[config.mk]
export PLATFORM = sky130hd
export DESIGN_NAME = vfp_cmp_unit
export DESIGN_NICKNAME = d
export VERILOG_FILES = /design/src/common/vfp_op_pkg.sv /design/src/common/vfp_fmt_pkg.sv /design/src/vfp_cmp_unit.sv /design/src/vfp_result_pack.sv /design/src/red/vfp_red.sv /design/src/lane/vfp_lane.sv /design/src/vfp_issue.sv
export SDC_FILE = /design/constraint.sdc
export NUM_CORES = 2
export LEC_CHECK = 0
export ABC_AREA = 1
export BUFFER_PORTS_ARGS = -buffer_cell sky130_fd_sc_hd__buf_2
export CELL_PAD_IN_SITES_DETAIL_PLACEMENT = 0
export CELL_PAD_IN_SITES_GLOBAL_PLACEMENT = 1
export CORE_UTILIZATION = 48
export CTS_BUF_LIST = sky130_fd_sc_hd__clkbuf_2
export CTS_CLUSTER_SIZE = 24
export DETAILED_ROUTE_END_ITERATION = 8
export GPL_TIMING_DRIVEN = 1
export PLACE_DENSITY_LB_ADDON = 0.15
export SLEW_MARGIN = 5
export SYNTH_ARGS = -nofsm -noshare
export SYNTH_HDL_FRONTEND = slang
export SYNTH_SLANG_ARGS = --single-unit
[constraint.sdc]
create_clock -name i_clk -period 16.5 [get_ports i_clk]
set_input_delay 3.3 -clock i_clk [delete_from_list [all_inputs] [get_ports i_clk]]
set_output_delay 3.3 -clock i_clk [all_outputs]
set_load 0.02 [all_outputs]
[src/common/vfp_op_pkg.sv]
// compare unit opcodes and states
`default_nettype none

package vfp_op_pkg;

   localparam int FUNCT6_W = 6;

   typedef logic [FUNCT6_W-1:0] funct6_t;

   localparam funct6_t F6_VFMIN    = 6'b000100;
   localparam funct6_t F6_VFREDMIN = 6'b000101;
   localparam funct6_t F6_VFMAX    = 6'b000110;
   localparam funct6_t F6_VFREDMAX = 6'b000111;
   localparam funct6_t F6_VMFEQ    = 6'b011000;
   localparam funct6_t F6_VMFLE    = 6'b011001;
   localparam funct6_t F6_VMFLT    = 6'b011011;
   localparam funct6_t F6_VMFNE    = 6'b011100;

   // nine codes, so one bit more than the plain ops need
   typedef enum logic [3:0] {
      op_min,
      op_max,
      op_eq,
      op_le,
      op_lt,
      op_ne,
      op_redmin,
      op_redmax,
      op_illegal
   } vfp_op_e;

   typedef enum logic {
      red_idle,
      red_accum
   } red_state_e;

endpackage

`default_nettype wire

[src/common/vfp_fmt_pkg.sv]
// f32 format and lane geometry
`default_nettype none

package vfp_fmt_pkg;

   localparam int NUM_LANES      = 2;
   localparam int LANE_W         = 64;
   localparam int F32_W          = 32;
   localparam int ELEMS_PER_LANE = LANE_W / F32_W;
   localparam int ELEMS          = NUM_LANES * ELEMS_PER_LANE;
   localparam int VEC_W          = NUM_LANES * LANE_W;

   typedef logic [F32_W-1:0]  f32_t;
   typedef logic [LANE_W-1:0] lane_t;
   typedef logic [VEC_W-1:0]  vec_t;
   typedef logic [ELEMS-1:0]  elem_mask_t;
   typedef logic [4:0]        fflags_t;

   // accrued flag bit positions
   localparam int FFLAG_NV = 4;
   localparam int FFLAG_DZ = 3;
   localparam int FFLAG_OF = 2;
   localparam int FFLAG_UF = 1;
   localparam int FFLAG_NX = 0;

   localparam f32_t F32_CANON_NAN = 32'h7fc0_0000;

   function automatic logic f32_is_nan(f32_t f);
      return (f[30:23] == 8'hff) && (f[22:0] != 23'd0);
   endfunction

   function automatic logic f32_is_snan(f32_t f);
      return f32_is_nan(f) && !f[22]; // quiet bit clear
   endfunction

   function automatic logic f32_is_zero(f32_t f);
      return f[30:0] == 31'd0;
   endfunction

   // sign-magnitude order, -0 sorts below +0
   function automatic logic f32_lt_tot(f32_t a, f32_t b);
      if (a[31] != b[31])
         return a[31];
      return a[31] ? (a[30:0] > b[30:0]) : (a[30:0] < b[30:0]);
   endfunction

   function automatic f32_t f32_minmax(f32_t a, f32_t b, logic is_max);
      if (f32_is_nan(a) && f32_is_nan(b))
         return F32_CANON_NAN;
      if (f32_is_nan(a))
         return b;
      if (f32_is_nan(b))
         return a;
      if (is_max)
         return f32_lt_tot(a, b) ? b : a;
      return f32_lt_tot(b, a) ? b : a;
   endfunction

endpackage

`default_nettype wire
[src/vfp_cmp_unit.sv]
// vector f32 compare and select unit
`timescale 1ns/1ps
`default_nettype none

module vfp_cmp_unit (
   input  wire                      i_clk,
   input  wire                      i_reset_n,
   input  logic                     i_valid,
   input  vfp_op_pkg::funct6_t      i_funct6,
   input  vfp_fmt_pkg::vec_t        i_vs2,
   input  vfp_fmt_pkg::vec_t        i_vs1,
   input  vfp_fmt_pkg::elem_mask_t  i_vm,
   input  logic                     i_first,
   input  logic                     i_last,
   input  logic                     i_ready,
   output logic                     o_ready,
   output logic                     o_valid,
   output vfp_fmt_pkg::vec_t        o_result,
   output vfp_fmt_pkg::fflags_t     o_fflags
);

   localparam int EPL = vfp_fmt_pkg::ELEMS_PER_LANE;
   localparam int LW  = vfp_fmt_pkg::LANE_W;

   logic                      stall;
   logic                      s1_valid;
   vfp_op_pkg::vfp_op_e       s1_op;
   vfp_fmt_pkg::elem_mask_t   s1_vm;
   vfp_fmt_pkg::vec_t         s1_a;
   vfp_fmt_pkg::vec_t         s1_b;
   logic                      s1_first;
   logic                      s1_last;
   wire vfp_fmt_pkg::vec_t    lane_res;
   wire vfp_fmt_pkg::elem_mask_t lane_cmp;
   vfp_fmt_pkg::fflags_t      lane_exc [vfp_fmt_pkg::NUM_LANES];
   vfp_fmt_pkg::f32_t         red_res;
   vfp_fmt_pkg::fflags_t      red_exc;

   vfp_issue u_issue (
      .i_clk      (i_clk),
      .i_reset_n  (i_reset_n),
      .i_valid    (i_valid),
      .i_funct6   (i_funct6),
      .i_vs2      (i_vs2),
      .i_vs1      (i_vs1),
      .i_vm       (i_vm),
      .i_first    (i_first),
      .i_last     (i_last),
      .i_stall    (stall),
      .o_ready    (o_ready),
      .o_s1_valid (s1_valid),
      .o_s1_op    (s1_op),
      .o_s1_vm    (s1_vm),
      .o_s1_a     (s1_a),
      .o_s1_b     (s1_b),
      .o_s1_first (s1_first),
      .o_s1_last  (s1_last)
   );

   for (genvar l = 0; l < vfp_fmt_pkg::NUM_LANES; l++) begin : g_lane
      vfp_lane u_lane (
         .i_clk     (i_clk),
         .i_reset_n (i_reset_n),
         .i_stall   (stall),
         .i_valid   (s1_valid),
         .i_op      (s1_op),
         .i_vm      (s1_vm[l*EPL +: EPL]),
         .i_a       (s1_a[l*LW +: LW]),
         .i_b       (s1_b[l*LW +: LW]),
         .o_res     (lane_res[l*LW +: LW]),
         .o_cmp     (lane_cmp[l*EPL +: EPL]),
         .o_exc     (lane_exc[l])
      );
   end

   vfp_red u_red (
      .i_clk     (i_clk),
      .i_reset_n (i_reset_n),
      .i_stall   (stall),
      .i_valid   (s1_valid),
      .i_op      (s1_op),
      .i_vm      (s1_vm),
      .i_a       (s1_a),
      .i_seed    (s1_b[vfp_fmt_pkg::F32_W-1:0]), // element 0 of vs1
      .i_first   (s1_first),
      .i_last    (s1_last),
      .o_res     (red_res),
      .o_exc     (red_exc)
   );

   vfp_result_pack u_pack (
      .i_clk       (i_clk),
      .i_reset_n   (i_reset_n),
      .i_ready     (i_ready),
      .i_s1_valid  (s1_valid),
      .i_s1_op     (s1_op),
      .i_s1_last   (s1_last),
      .i_lane_res  (lane_res),
      .i_lane_cmp  (lane_cmp),
      .i_lane0_exc (lane_exc[0]),
      .i_lane1_exc (lane_exc[1]),
      .i_red_res   (red_res),
      .i_red_exc   (red_exc),
      .o_stall     (stall),
      .o_valid     (o_valid),
      .o_result    (o_result),
      .o_fflags    (o_fflags)
   );

endmodule

`default_nettype wire

[src/vfp_result_pack.sv]
// stage 2 control and result packing
`timescale 1ns/1ps
`default_nettype none

module vfp_result_pack (
   input  wire                      i_clk,
   input  wire                      i_reset_n,
   input  logic                     i_ready,
   input  logic                     i_s1_valid,
   input  vfp_op_pkg::vfp_op_e      i_s1_op,
   input  logic                     i_s1_last,
   input  vfp_fmt_pkg::vec_t        i_lane_res,
   input  vfp_fmt_pkg::elem_mask_t  i_lane_cmp,
   input  vfp_fmt_pkg::fflags_t     i_lane0_exc,
   input  vfp_fmt_pkg::fflags_t     i_lane1_exc,
   input  vfp_fmt_pkg::f32_t        i_red_res,
   input  vfp_fmt_pkg::fflags_t     i_red_exc,
   output logic                     o_stall,
   output logic                     o_valid,
   output vfp_fmt_pkg::vec_t        o_result,
   output vfp_fmt_pkg::fflags_t     o_fflags
);

   vfp_op_pkg::vfp_op_e s2_op;
   logic                is_red;
   logic                s2_valid_d;
   logic                s2_is_red;

   assign o_stall = o_valid && !i_ready;

   assign is_red     = (i_s1_op == vfp_op_pkg::op_redmin) || (i_s1_op == vfp_op_pkg::op_redmax);
   assign s2_valid_d = i_s1_valid && (is_red ? i_s1_last : (i_s1_op != vfp_op_pkg::op_illegal));

   always_ff @(posedge i_clk, negedge i_reset_n) begin
      if (!i_reset_n) begin
         o_valid <= 1'b0;
         s2_op   <= vfp_op_pkg::op_illegal;
      end else if (!o_stall) begin
         o_valid <= s2_valid_d;
         s2_op   <= i_s1_op;
      end
   end

   assign s2_is_red = (s2_op == vfp_op_pkg::op_redmin) || (s2_op == vfp_op_pkg::op_redmax);

   always_comb begin
      o_result = '0;
      case (s2_op)
         vfp_op_pkg::op_min,
         vfp_op_pkg::op_max:    o_result = i_lane_res;
         vfp_op_pkg::op_eq,
         vfp_op_pkg::op_le,
         vfp_op_pkg::op_lt,
         vfp_op_pkg::op_ne:     o_result[vfp_fmt_pkg::ELEMS-1:0] = i_lane_cmp; // mask bits
         vfp_op_pkg::op_redmin,
         vfp_op_pkg::op_redmax: o_result[vfp_fmt_pkg::F32_W-1:0] = i_red_res;
         default: ;
      endcase
   end

   assign o_fflags = s2_is_red ? i_red_exc : (i_lane0_exc | i_lane1_exc);

endmodule

`default_nettype wire

[src/red/vfp_red.sv]
// ordered min/max reduction
`timescale 1ns/1ps
`default_nettype none

module vfp_red (
   input  wire                      i_clk,
   input  wire                      i_reset_n,
   input  logic                     i_stall,
   input  logic                     i_valid,
   input  vfp_op_pkg::vfp_op_e      i_op,
   input  vfp_fmt_pkg::elem_mask_t  i_vm,
   input  vfp_fmt_pkg::vec_t        i_a,
   input  vfp_fmt_pkg::f32_t        i_seed,
   input  logic                     i_first,
   input  logic                     i_last,
   output vfp_fmt_pkg::f32_t        o_res,
   output vfp_fmt_pkg::fflags_t     o_exc
);

   vfp_op_pkg::red_state_e state_q;
   vfp_fmt_pkg::f32_t      acc_d;
   vfp_fmt_pkg::fflags_t   exc_d;
   logic                   nv_d;
   logic                   red_beat;
   logic                   is_max;
   logic                   restart;

   assign red_beat = i_valid && !i_stall &&
                     (i_op == vfp_op_pkg::op_redmin || i_op == vfp_op_pkg::op_redmax);
   assign is_max   = i_op == vfp_op_pkg::op_redmax;
   assign restart  = i_first || (state_q == vfp_op_pkg::red_idle);

   // fold elements 0..3 in order
   always_comb begin
      acc_d = restart ? i_seed : o_res;
      nv_d  = restart ? vfp_fmt_pkg::f32_is_snan(i_seed) : o_exc[vfp_fmt_pkg::FFLAG_NV];
      for (int e = 0; e < vfp_fmt_pkg::ELEMS; e++) begin
         if (i_vm[e]) begin
            nv_d  = nv_d | vfp_fmt_pkg::f32_is_snan(i_a[e*vfp_fmt_pkg::F32_W +: vfp_fmt_pkg::F32_W]);
            acc_d = vfp_fmt_pkg::f32_minmax(acc_d,
                                            i_a[e*vfp_fmt_pkg::F32_W +: vfp_fmt_pkg::F32_W],
                                            is_max);
         end
      end
   end

   always_comb begin
      exc_d                        = '0;
      exc_d[vfp_fmt_pkg::FFLAG_NV] = nv_d;
   end

   always_ff @(posedge i_clk, negedge i_reset_n) begin
      if (!i_reset_n) begin
         state_q <= vfp_op_pkg::red_idle;
      end else if (red_beat) begin
         state_q <= i_last ? vfp_op_pkg::red_idle : vfp_op_pkg::red_accum;
      end
   end

   // accumulator doubles as the stage 2 result
   always_ff @(posedge i_clk) begin
      if (red_beat) begin
         o_res <= acc_d;
         o_exc <= exc_d;
      end
   end

endmodule

`default_nettype wire

[src/lane/vfp_lane.sv]
// f32 compare and min/max lane
`timescale 1ns/1ps
`default_nettype none

module vfp_lane (
   input  wire                                        i_clk,
   input  wire                                        i_reset_n,
   input  logic                                       i_stall,
   input  logic                                       i_valid,
   input  vfp_op_pkg::vfp_op_e                        i_op,
   input  logic [vfp_fmt_pkg::ELEMS_PER_LANE-1:0]     i_vm,
   input  vfp_fmt_pkg::lane_t                         i_a,
   input  vfp_fmt_pkg::lane_t                         i_b,
   output vfp_fmt_pkg::lane_t                         o_res,
   output logic [vfp_fmt_pkg::ELEMS_PER_LANE-1:0]     o_cmp,
   output vfp_fmt_pkg::fflags_t                       o_exc
);

   wire vfp_fmt_pkg::lane_t                       res_d;
   wire [vfp_fmt_pkg::ELEMS_PER_LANE-1:0]         cmp_d;
   wire [vfp_fmt_pkg::ELEMS_PER_LANE-1:0]         nv_d;
   vfp_fmt_pkg::fflags_t                          exc_d;

   for (genvar e = 0; e < vfp_fmt_pkg::ELEMS_PER_LANE; e++) begin : g_elem
      vfp_fmt_pkg::f32_t a;
      vfp_fmt_pkg::f32_t b;
      vfp_fmt_pkg::f32_t res;
      logic              any_nan;
      logic              any_snan;
      logic              is_eq;
      logic              is_lt;
      logic              cmp;
      logic              nv;

      assign a        = i_a[e*vfp_fmt_pkg::F32_W +: vfp_fmt_pkg::F32_W];
      assign b        = i_b[e*vfp_fmt_pkg::F32_W +: vfp_fmt_pkg::F32_W];
      assign any_nan  = vfp_fmt_pkg::f32_is_nan(a) || vfp_fmt_pkg::f32_is_nan(b);
      assign any_snan = vfp_fmt_pkg::f32_is_snan(a) || vfp_fmt_pkg::f32_is_snan(b);
      // +0 and -0 compare equal here
      assign is_eq    = (a == b) || (vfp_fmt_pkg::f32_is_zero(a) && vfp_fmt_pkg::f32_is_zero(b));
      assign is_lt    = vfp_fmt_pkg::f32_lt_tot(a, b) && !is_eq;

      always_comb begin
         res = a; // masked-off elements pass a
         cmp = 1'b0;
         nv  = 1'b0;
         if (i_vm[e]) begin
            case (i_op)
               vfp_op_pkg::op_min: begin
                  res = vfp_fmt_pkg::f32_minmax(a, b, 1'b0);
                  nv  = any_snan;
               end
               vfp_op_pkg::op_max: begin
                  res = vfp_fmt_pkg::f32_minmax(a, b, 1'b1);
                  nv  = any_snan;
               end
               vfp_op_pkg::op_eq: begin
                  cmp = !any_nan && is_eq;
                  nv  = any_snan;
               end
               vfp_op_pkg::op_ne: begin
                  cmp = any_nan || !is_eq;
                  nv  = any_snan;
               end
               vfp_op_pkg::op_lt: begin
                  cmp = !any_nan && is_lt;
                  nv  = any_nan; // signaling compare
               end
               vfp_op_pkg::op_le: begin
                  cmp = !any_nan && (is_lt || is_eq);
                  nv  = any_nan;
               end
               default: ;
            endcase
         end
      end

      assign res_d[e*vfp_fmt_pkg::F32_W +: vfp_fmt_pkg::F32_W] = res;
      assign cmp_d[e] = cmp;
      assign nv_d[e]  = nv;
   end

   always_comb begin
      exc_d                        = '0;
      exc_d[vfp_fmt_pkg::FFLAG_NV] = |nv_d;
   end

   always_ff @(posedge i_clk, negedge i_reset_n) begin
      if (!i_reset_n) begin
         o_cmp <= '0;
         o_exc <= '0;
      end else if (i_valid && !i_stall) begin
         o_cmp <= cmp_d;
         o_exc <= exc_d;
      end
   end

   always_ff @(posedge i_clk) begin
      if (i_valid && !i_stall) begin
         o_res <= res_d;
      end
   end

endmodule

`default_nettype wire

[src/vfp_issue.sv]
// issue stage and funct6 decode
`timescale 1ns/1ps
`default_nettype none

module vfp_issue (
   input  wire                      i_clk,
   input  wire                      i_reset_n,
   input  logic                     i_valid,
   input  vfp_op_pkg::funct6_t      i_funct6,
   input  vfp_fmt_pkg::vec_t        i_vs2,
   input  vfp_fmt_pkg::vec_t        i_vs1,
   input  vfp_fmt_pkg::elem_mask_t  i_vm,
   input  logic                     i_first,
   input  logic                     i_last,
   input  logic                     i_stall,
   output logic                     o_ready,
   output logic                     o_s1_valid,
   output vfp_op_pkg::vfp_op_e      o_s1_op,
   output vfp_fmt_pkg::elem_mask_t  o_s1_vm,
   output vfp_fmt_pkg::vec_t        o_s1_a,
   output vfp_fmt_pkg::vec_t        o_s1_b,
   output logic                     o_s1_first,
   output logic                     o_s1_last
);

   vfp_op_pkg::vfp_op_e op_d;
   logic                accept;

   assign o_ready = !i_stall;
   assign accept  = i_valid && o_ready;

   always_comb begin
      case (i_funct6)
         vfp_op_pkg::F6_VFMIN:    op_d = vfp_op_pkg::op_min;
         vfp_op_pkg::F6_VFMAX:    op_d = vfp_op_pkg::op_max;
         vfp_op_pkg::F6_VMFEQ:    op_d = vfp_op_pkg::op_eq;
         vfp_op_pkg::F6_VMFLE:    op_d = vfp_op_pkg::op_le;
         vfp_op_pkg::F6_VMFLT:    op_d = vfp_op_pkg::op_lt;
         vfp_op_pkg::F6_VMFNE:    op_d = vfp_op_pkg::op_ne;
         vfp_op_pkg::F6_VFREDMIN: op_d = vfp_op_pkg::op_redmin;
         vfp_op_pkg::F6_VFREDMAX: op_d = vfp_op_pkg::op_redmax;
         default:                 op_d = vfp_op_pkg::op_illegal; // dropped downstream
      endcase
   end

   always_ff @(posedge i_clk, negedge i_reset_n) begin
      if (!i_reset_n) begin
         o_s1_valid <= 1'b0;
      end else if (!i_stall) begin
         o_s1_valid <= i_valid;
      end
   end

   // stage 1 payload
   always_ff @(posedge i_clk) begin
      if (accept) begin
         o_s1_op    <= op_d;
         o_s1_vm    <= i_vm;
         o_s1_a     <= i_vs2;
         o_s1_b     <= i_vs1;
         o_s1_first <= i_first;
         o_s1_last  <= i_last;
      end
   end

endmodule

`default_nettype wire

==> metrics.yaml <==
status: "complete, no violations"
cts_resized: 0
setup_violations: 0
worst-path-max-fanout: 49
finalSetupTns_ns: 0
worst_ep_required_time_ns: 17.53
cp.arrival_ns: 14.09
drt_pass1_iterations: 6
nNetsFinal: 5126
cts_setup_buffers: 0
via_count: 31700
cts-hold-fix-buffers: 0
area_growth_pct: 11.6
antenna_found_initial: 4
cts.sinks: 439
cp_slowest_cell: "nand2_2"
hold_depth: 2
final_common_cell: "nand2_1"
crit_type: "reg2reg"
fin_crit_ns: 13.07
fin_crit_sh: 0.792
drc: 0
syn_avg_cell_area_um2: 7.66
gp_congestion: 0.964
placed_area_um2: 34900
fillerInstances: 6566
synth_ff_type: "edfxtp_1"
design_area_um2: 36100
p_leak_nw: 16.8
avgRoutedWirePerCell_um: 21.6
stdcell_count: 5557
fmax_mhz: 76.5
slew_violations: 0
cts_buffers: 116
power_density_nw_per_um2: 97.9
via_per_inst: 5.71
worst_pin_slew_ns: 1.19
finalHoldViolations: 0
clock_path_buffers: 3
cts_tree: "done"
synth-edff-count: 427
grt_usage: 0.343
finalClockSkew_ns: 0.153
core_um2: 66200
async_flop_share: 0.0273
multi_input_area_um2: 16400
clkTransAtPathRegs_ns: 0.11
h-tree-depth: 3
ys_ff_latch: 439
dp_slack_ns: 3.65
drv_cap: 0
grt_max_degree: 122
path_common_cell: "nand2_1"
syn_inst: 4220
relSlewSlack: 0.205
slowest_delay_ns: 0.69
num_rows: 94
yosysUniqueCellTypes: 59
yosys_warnings: 0
ys_seq_area_frac: 0.406
die_area_um2: 68400
die-height_um: 262
clk-insertion-delay-late_ns: 1.30
grt_pass1_wl_mm: 177
syn_area_um2: 32300
routed_wirelength_mm: 120
crit_path_end_kind: "register"
start_util: 0.488
place_hpwl_mm: 88.8
cp-startpoint: "u_red.state_q$_DFFE_PN0P_"
final-seq-area_um2: 13100
final_cell_mix: "955 x nand2_1, 596 x o21ai_0, 511 x inv_1"
dp_cells: 5344
ir_drop_mv: 0.0732
rsz0062_at_grt: "no"
portBuffers: 402
final_antenna_net_count: 0
drt_iter0_drc: 3288
drive_gt1_frac: 0.150
reg2reg_from: "u_red.state_q$_DFFE_PN0P_"
clock-root-buffer: "clkbuf_2"
hp-class: "reg2reg"
grt_overflow: 0
worst_slack_ns: 3.43
dieWidth_um: 262
io_pins: 407
reg2regPathDepth: 73
min-delay-start: "g_lane[0].u_lane.o_cmp[0]$_DFFE_PN0P_"
cp-start-kind: "register"
whs_ns: 0.506
grt_pass1_vias: 29600
-- through the flow --
stage / utilization / power [W]
after floorplan: - / 0.00231
final: 0.545 / 0.00353
after global placement: 0.528 / 0.00270
after global routing: 0.545 / 0.00376
after detailed placement: 0.528 / 0.00271
after CTS: 0.545 / 0.00353
-- logic make-up (layout without fill, tap and decap cells) --
logic type	after synthesis	in the layout	share of synthesized area
other cells	1	7	0.000116
simple gates	1736	1736	0.227
buf+inv	726	1193	0.0892
compound gates	1062	1062	0.179
flops	439	439	0.406
fa+ha+maj	256	256	0.0991
-- flip-flops by register name (all words and copies together) (netlist names) --
signal,count
g_lane.u_lane.o_cmp,4
g_lane.u_lane.o_exc,2
g_lane.u_lane.o_res,128
u_issue.o_s1_a,128
u_issue.o_s1_b,128
u_issue.o_s1_first,1
u_issue.o_s1_last,1
u_issue.o_s1_op,4
u_issue.o_s1_valid,1
u_issue.o_s1_vm,4
u_pack.o_valid,1
u_pack.s2_op,3
u_red.o_exc,1
u_red.o_res,32
u_red.state_q,1
-- final timing paths --
check / end / slack [ns]
setup reg to reg: u_red.o_res[26]$_DFFE_PP_ / 3.43
hold reg to reg: g_lane[0].u_lane.o_cmp[0]$_DFFE_PN0P_ / 0.51
min in group asynchronous: g_lane[1].u_lane.o_exc[4]$_DFFE_PN0P_ / 1.90
max in group asynchronous: u_pack.s2_op[3]$_DFFE_PN1N_ / 14.22
setup / recovery: u_red.o_res[26]$_DFFE_PP_ / 3.43
hold / removal: g_lane[0].u_lane.o_cmp[0]$_DFFE_PN0P_ / 0.51
-- final cells by class --
class | instances | share of cell area
multi-input combinational | 3058 | 0.454
sequential | 439 | 0.364
timing repair buffer | 442 | 0.0641
inverter | 541 | 0.0565
tap | 864 | 0.0300
clock buffer | 160 | 0.0222
clock inverter | 50 | 0.00871
antenna | 3 | 0.000208
-- Yosys cell counts (all sizes together), types with 3 or more instances --
cell type | number | area share
nor3b | 3 | 0.00070
o21ai | 656 | 0.10
nor3 | 30 | 0.0050
nand3b | 6 | 0.0014
o221ai | 8 | 0.0022
o211ai | 28 | 0.0067
a211oi | 9 | 0.0021
clkinv | 8 | 0.00093
a22o | 13 | 0.0035
nand4 | 89 | 0.017
a31oi | 3 | 0.00058
o31ai | 11 | 0.0026
a32oi | 5 | 0.0014
o22ai | 14 | 0.0027
o21a | 11 | 0.0026
nand2 | 970 | 0.11
o32ai | 5 | 0.0014
a21o | 6 | 0.0014
o2111ai | 4 | 0.0011
ha | 256 | 0.099
or4 | 3 | 0.00070
nor2 | 383 | 0.045
nand3 | 201 | 0.032
clkbuf | 128 | 0.015
a21oi | 269 | 0.043
edfxtp | 427 | 0.40
or2 | 5 | 0.00097
a221oi | 3 | 0.00081
inv | 533 | 0.062
a32o | 4 | 0.0012
nor4 | 44 | 0.0085
a22oi | 8 | 0.0019
dfrtp | 11 | 0.0085
buf | 57 | 0.012
-- power breakdown --
part / switching (W) / leakage, nW / internal, W
sequential: 0.0000835 / 4.22 / 0.00135
clock: 0.000500 / 0.831 / 0.000322
combinational: 0.000902 / 11.8 / 0.000372
total: 0.00149 / 16.8 / 0.00205
-- worst max-delay path, delay by kind of cell (launching register included) --
kind,cells,cell delay (ns)
adders and majority gates,4,1.11
buffers and inverters,8,1.80
AOI/OAI and AO/OA,17,3.13
and+or+nand+nor,44,6.38
DFF,1,0.41
-- routing by layer --
metal,up-vias,global-route usage,wire [µm]
met2,1430,0.547,55100
li1,15300,-,-
met1,14700,0.461,50600
met4,2,0.135,4400
met5,-,0,11
met3,268,0.0606,9660
(Power assumes the default switching activity.)
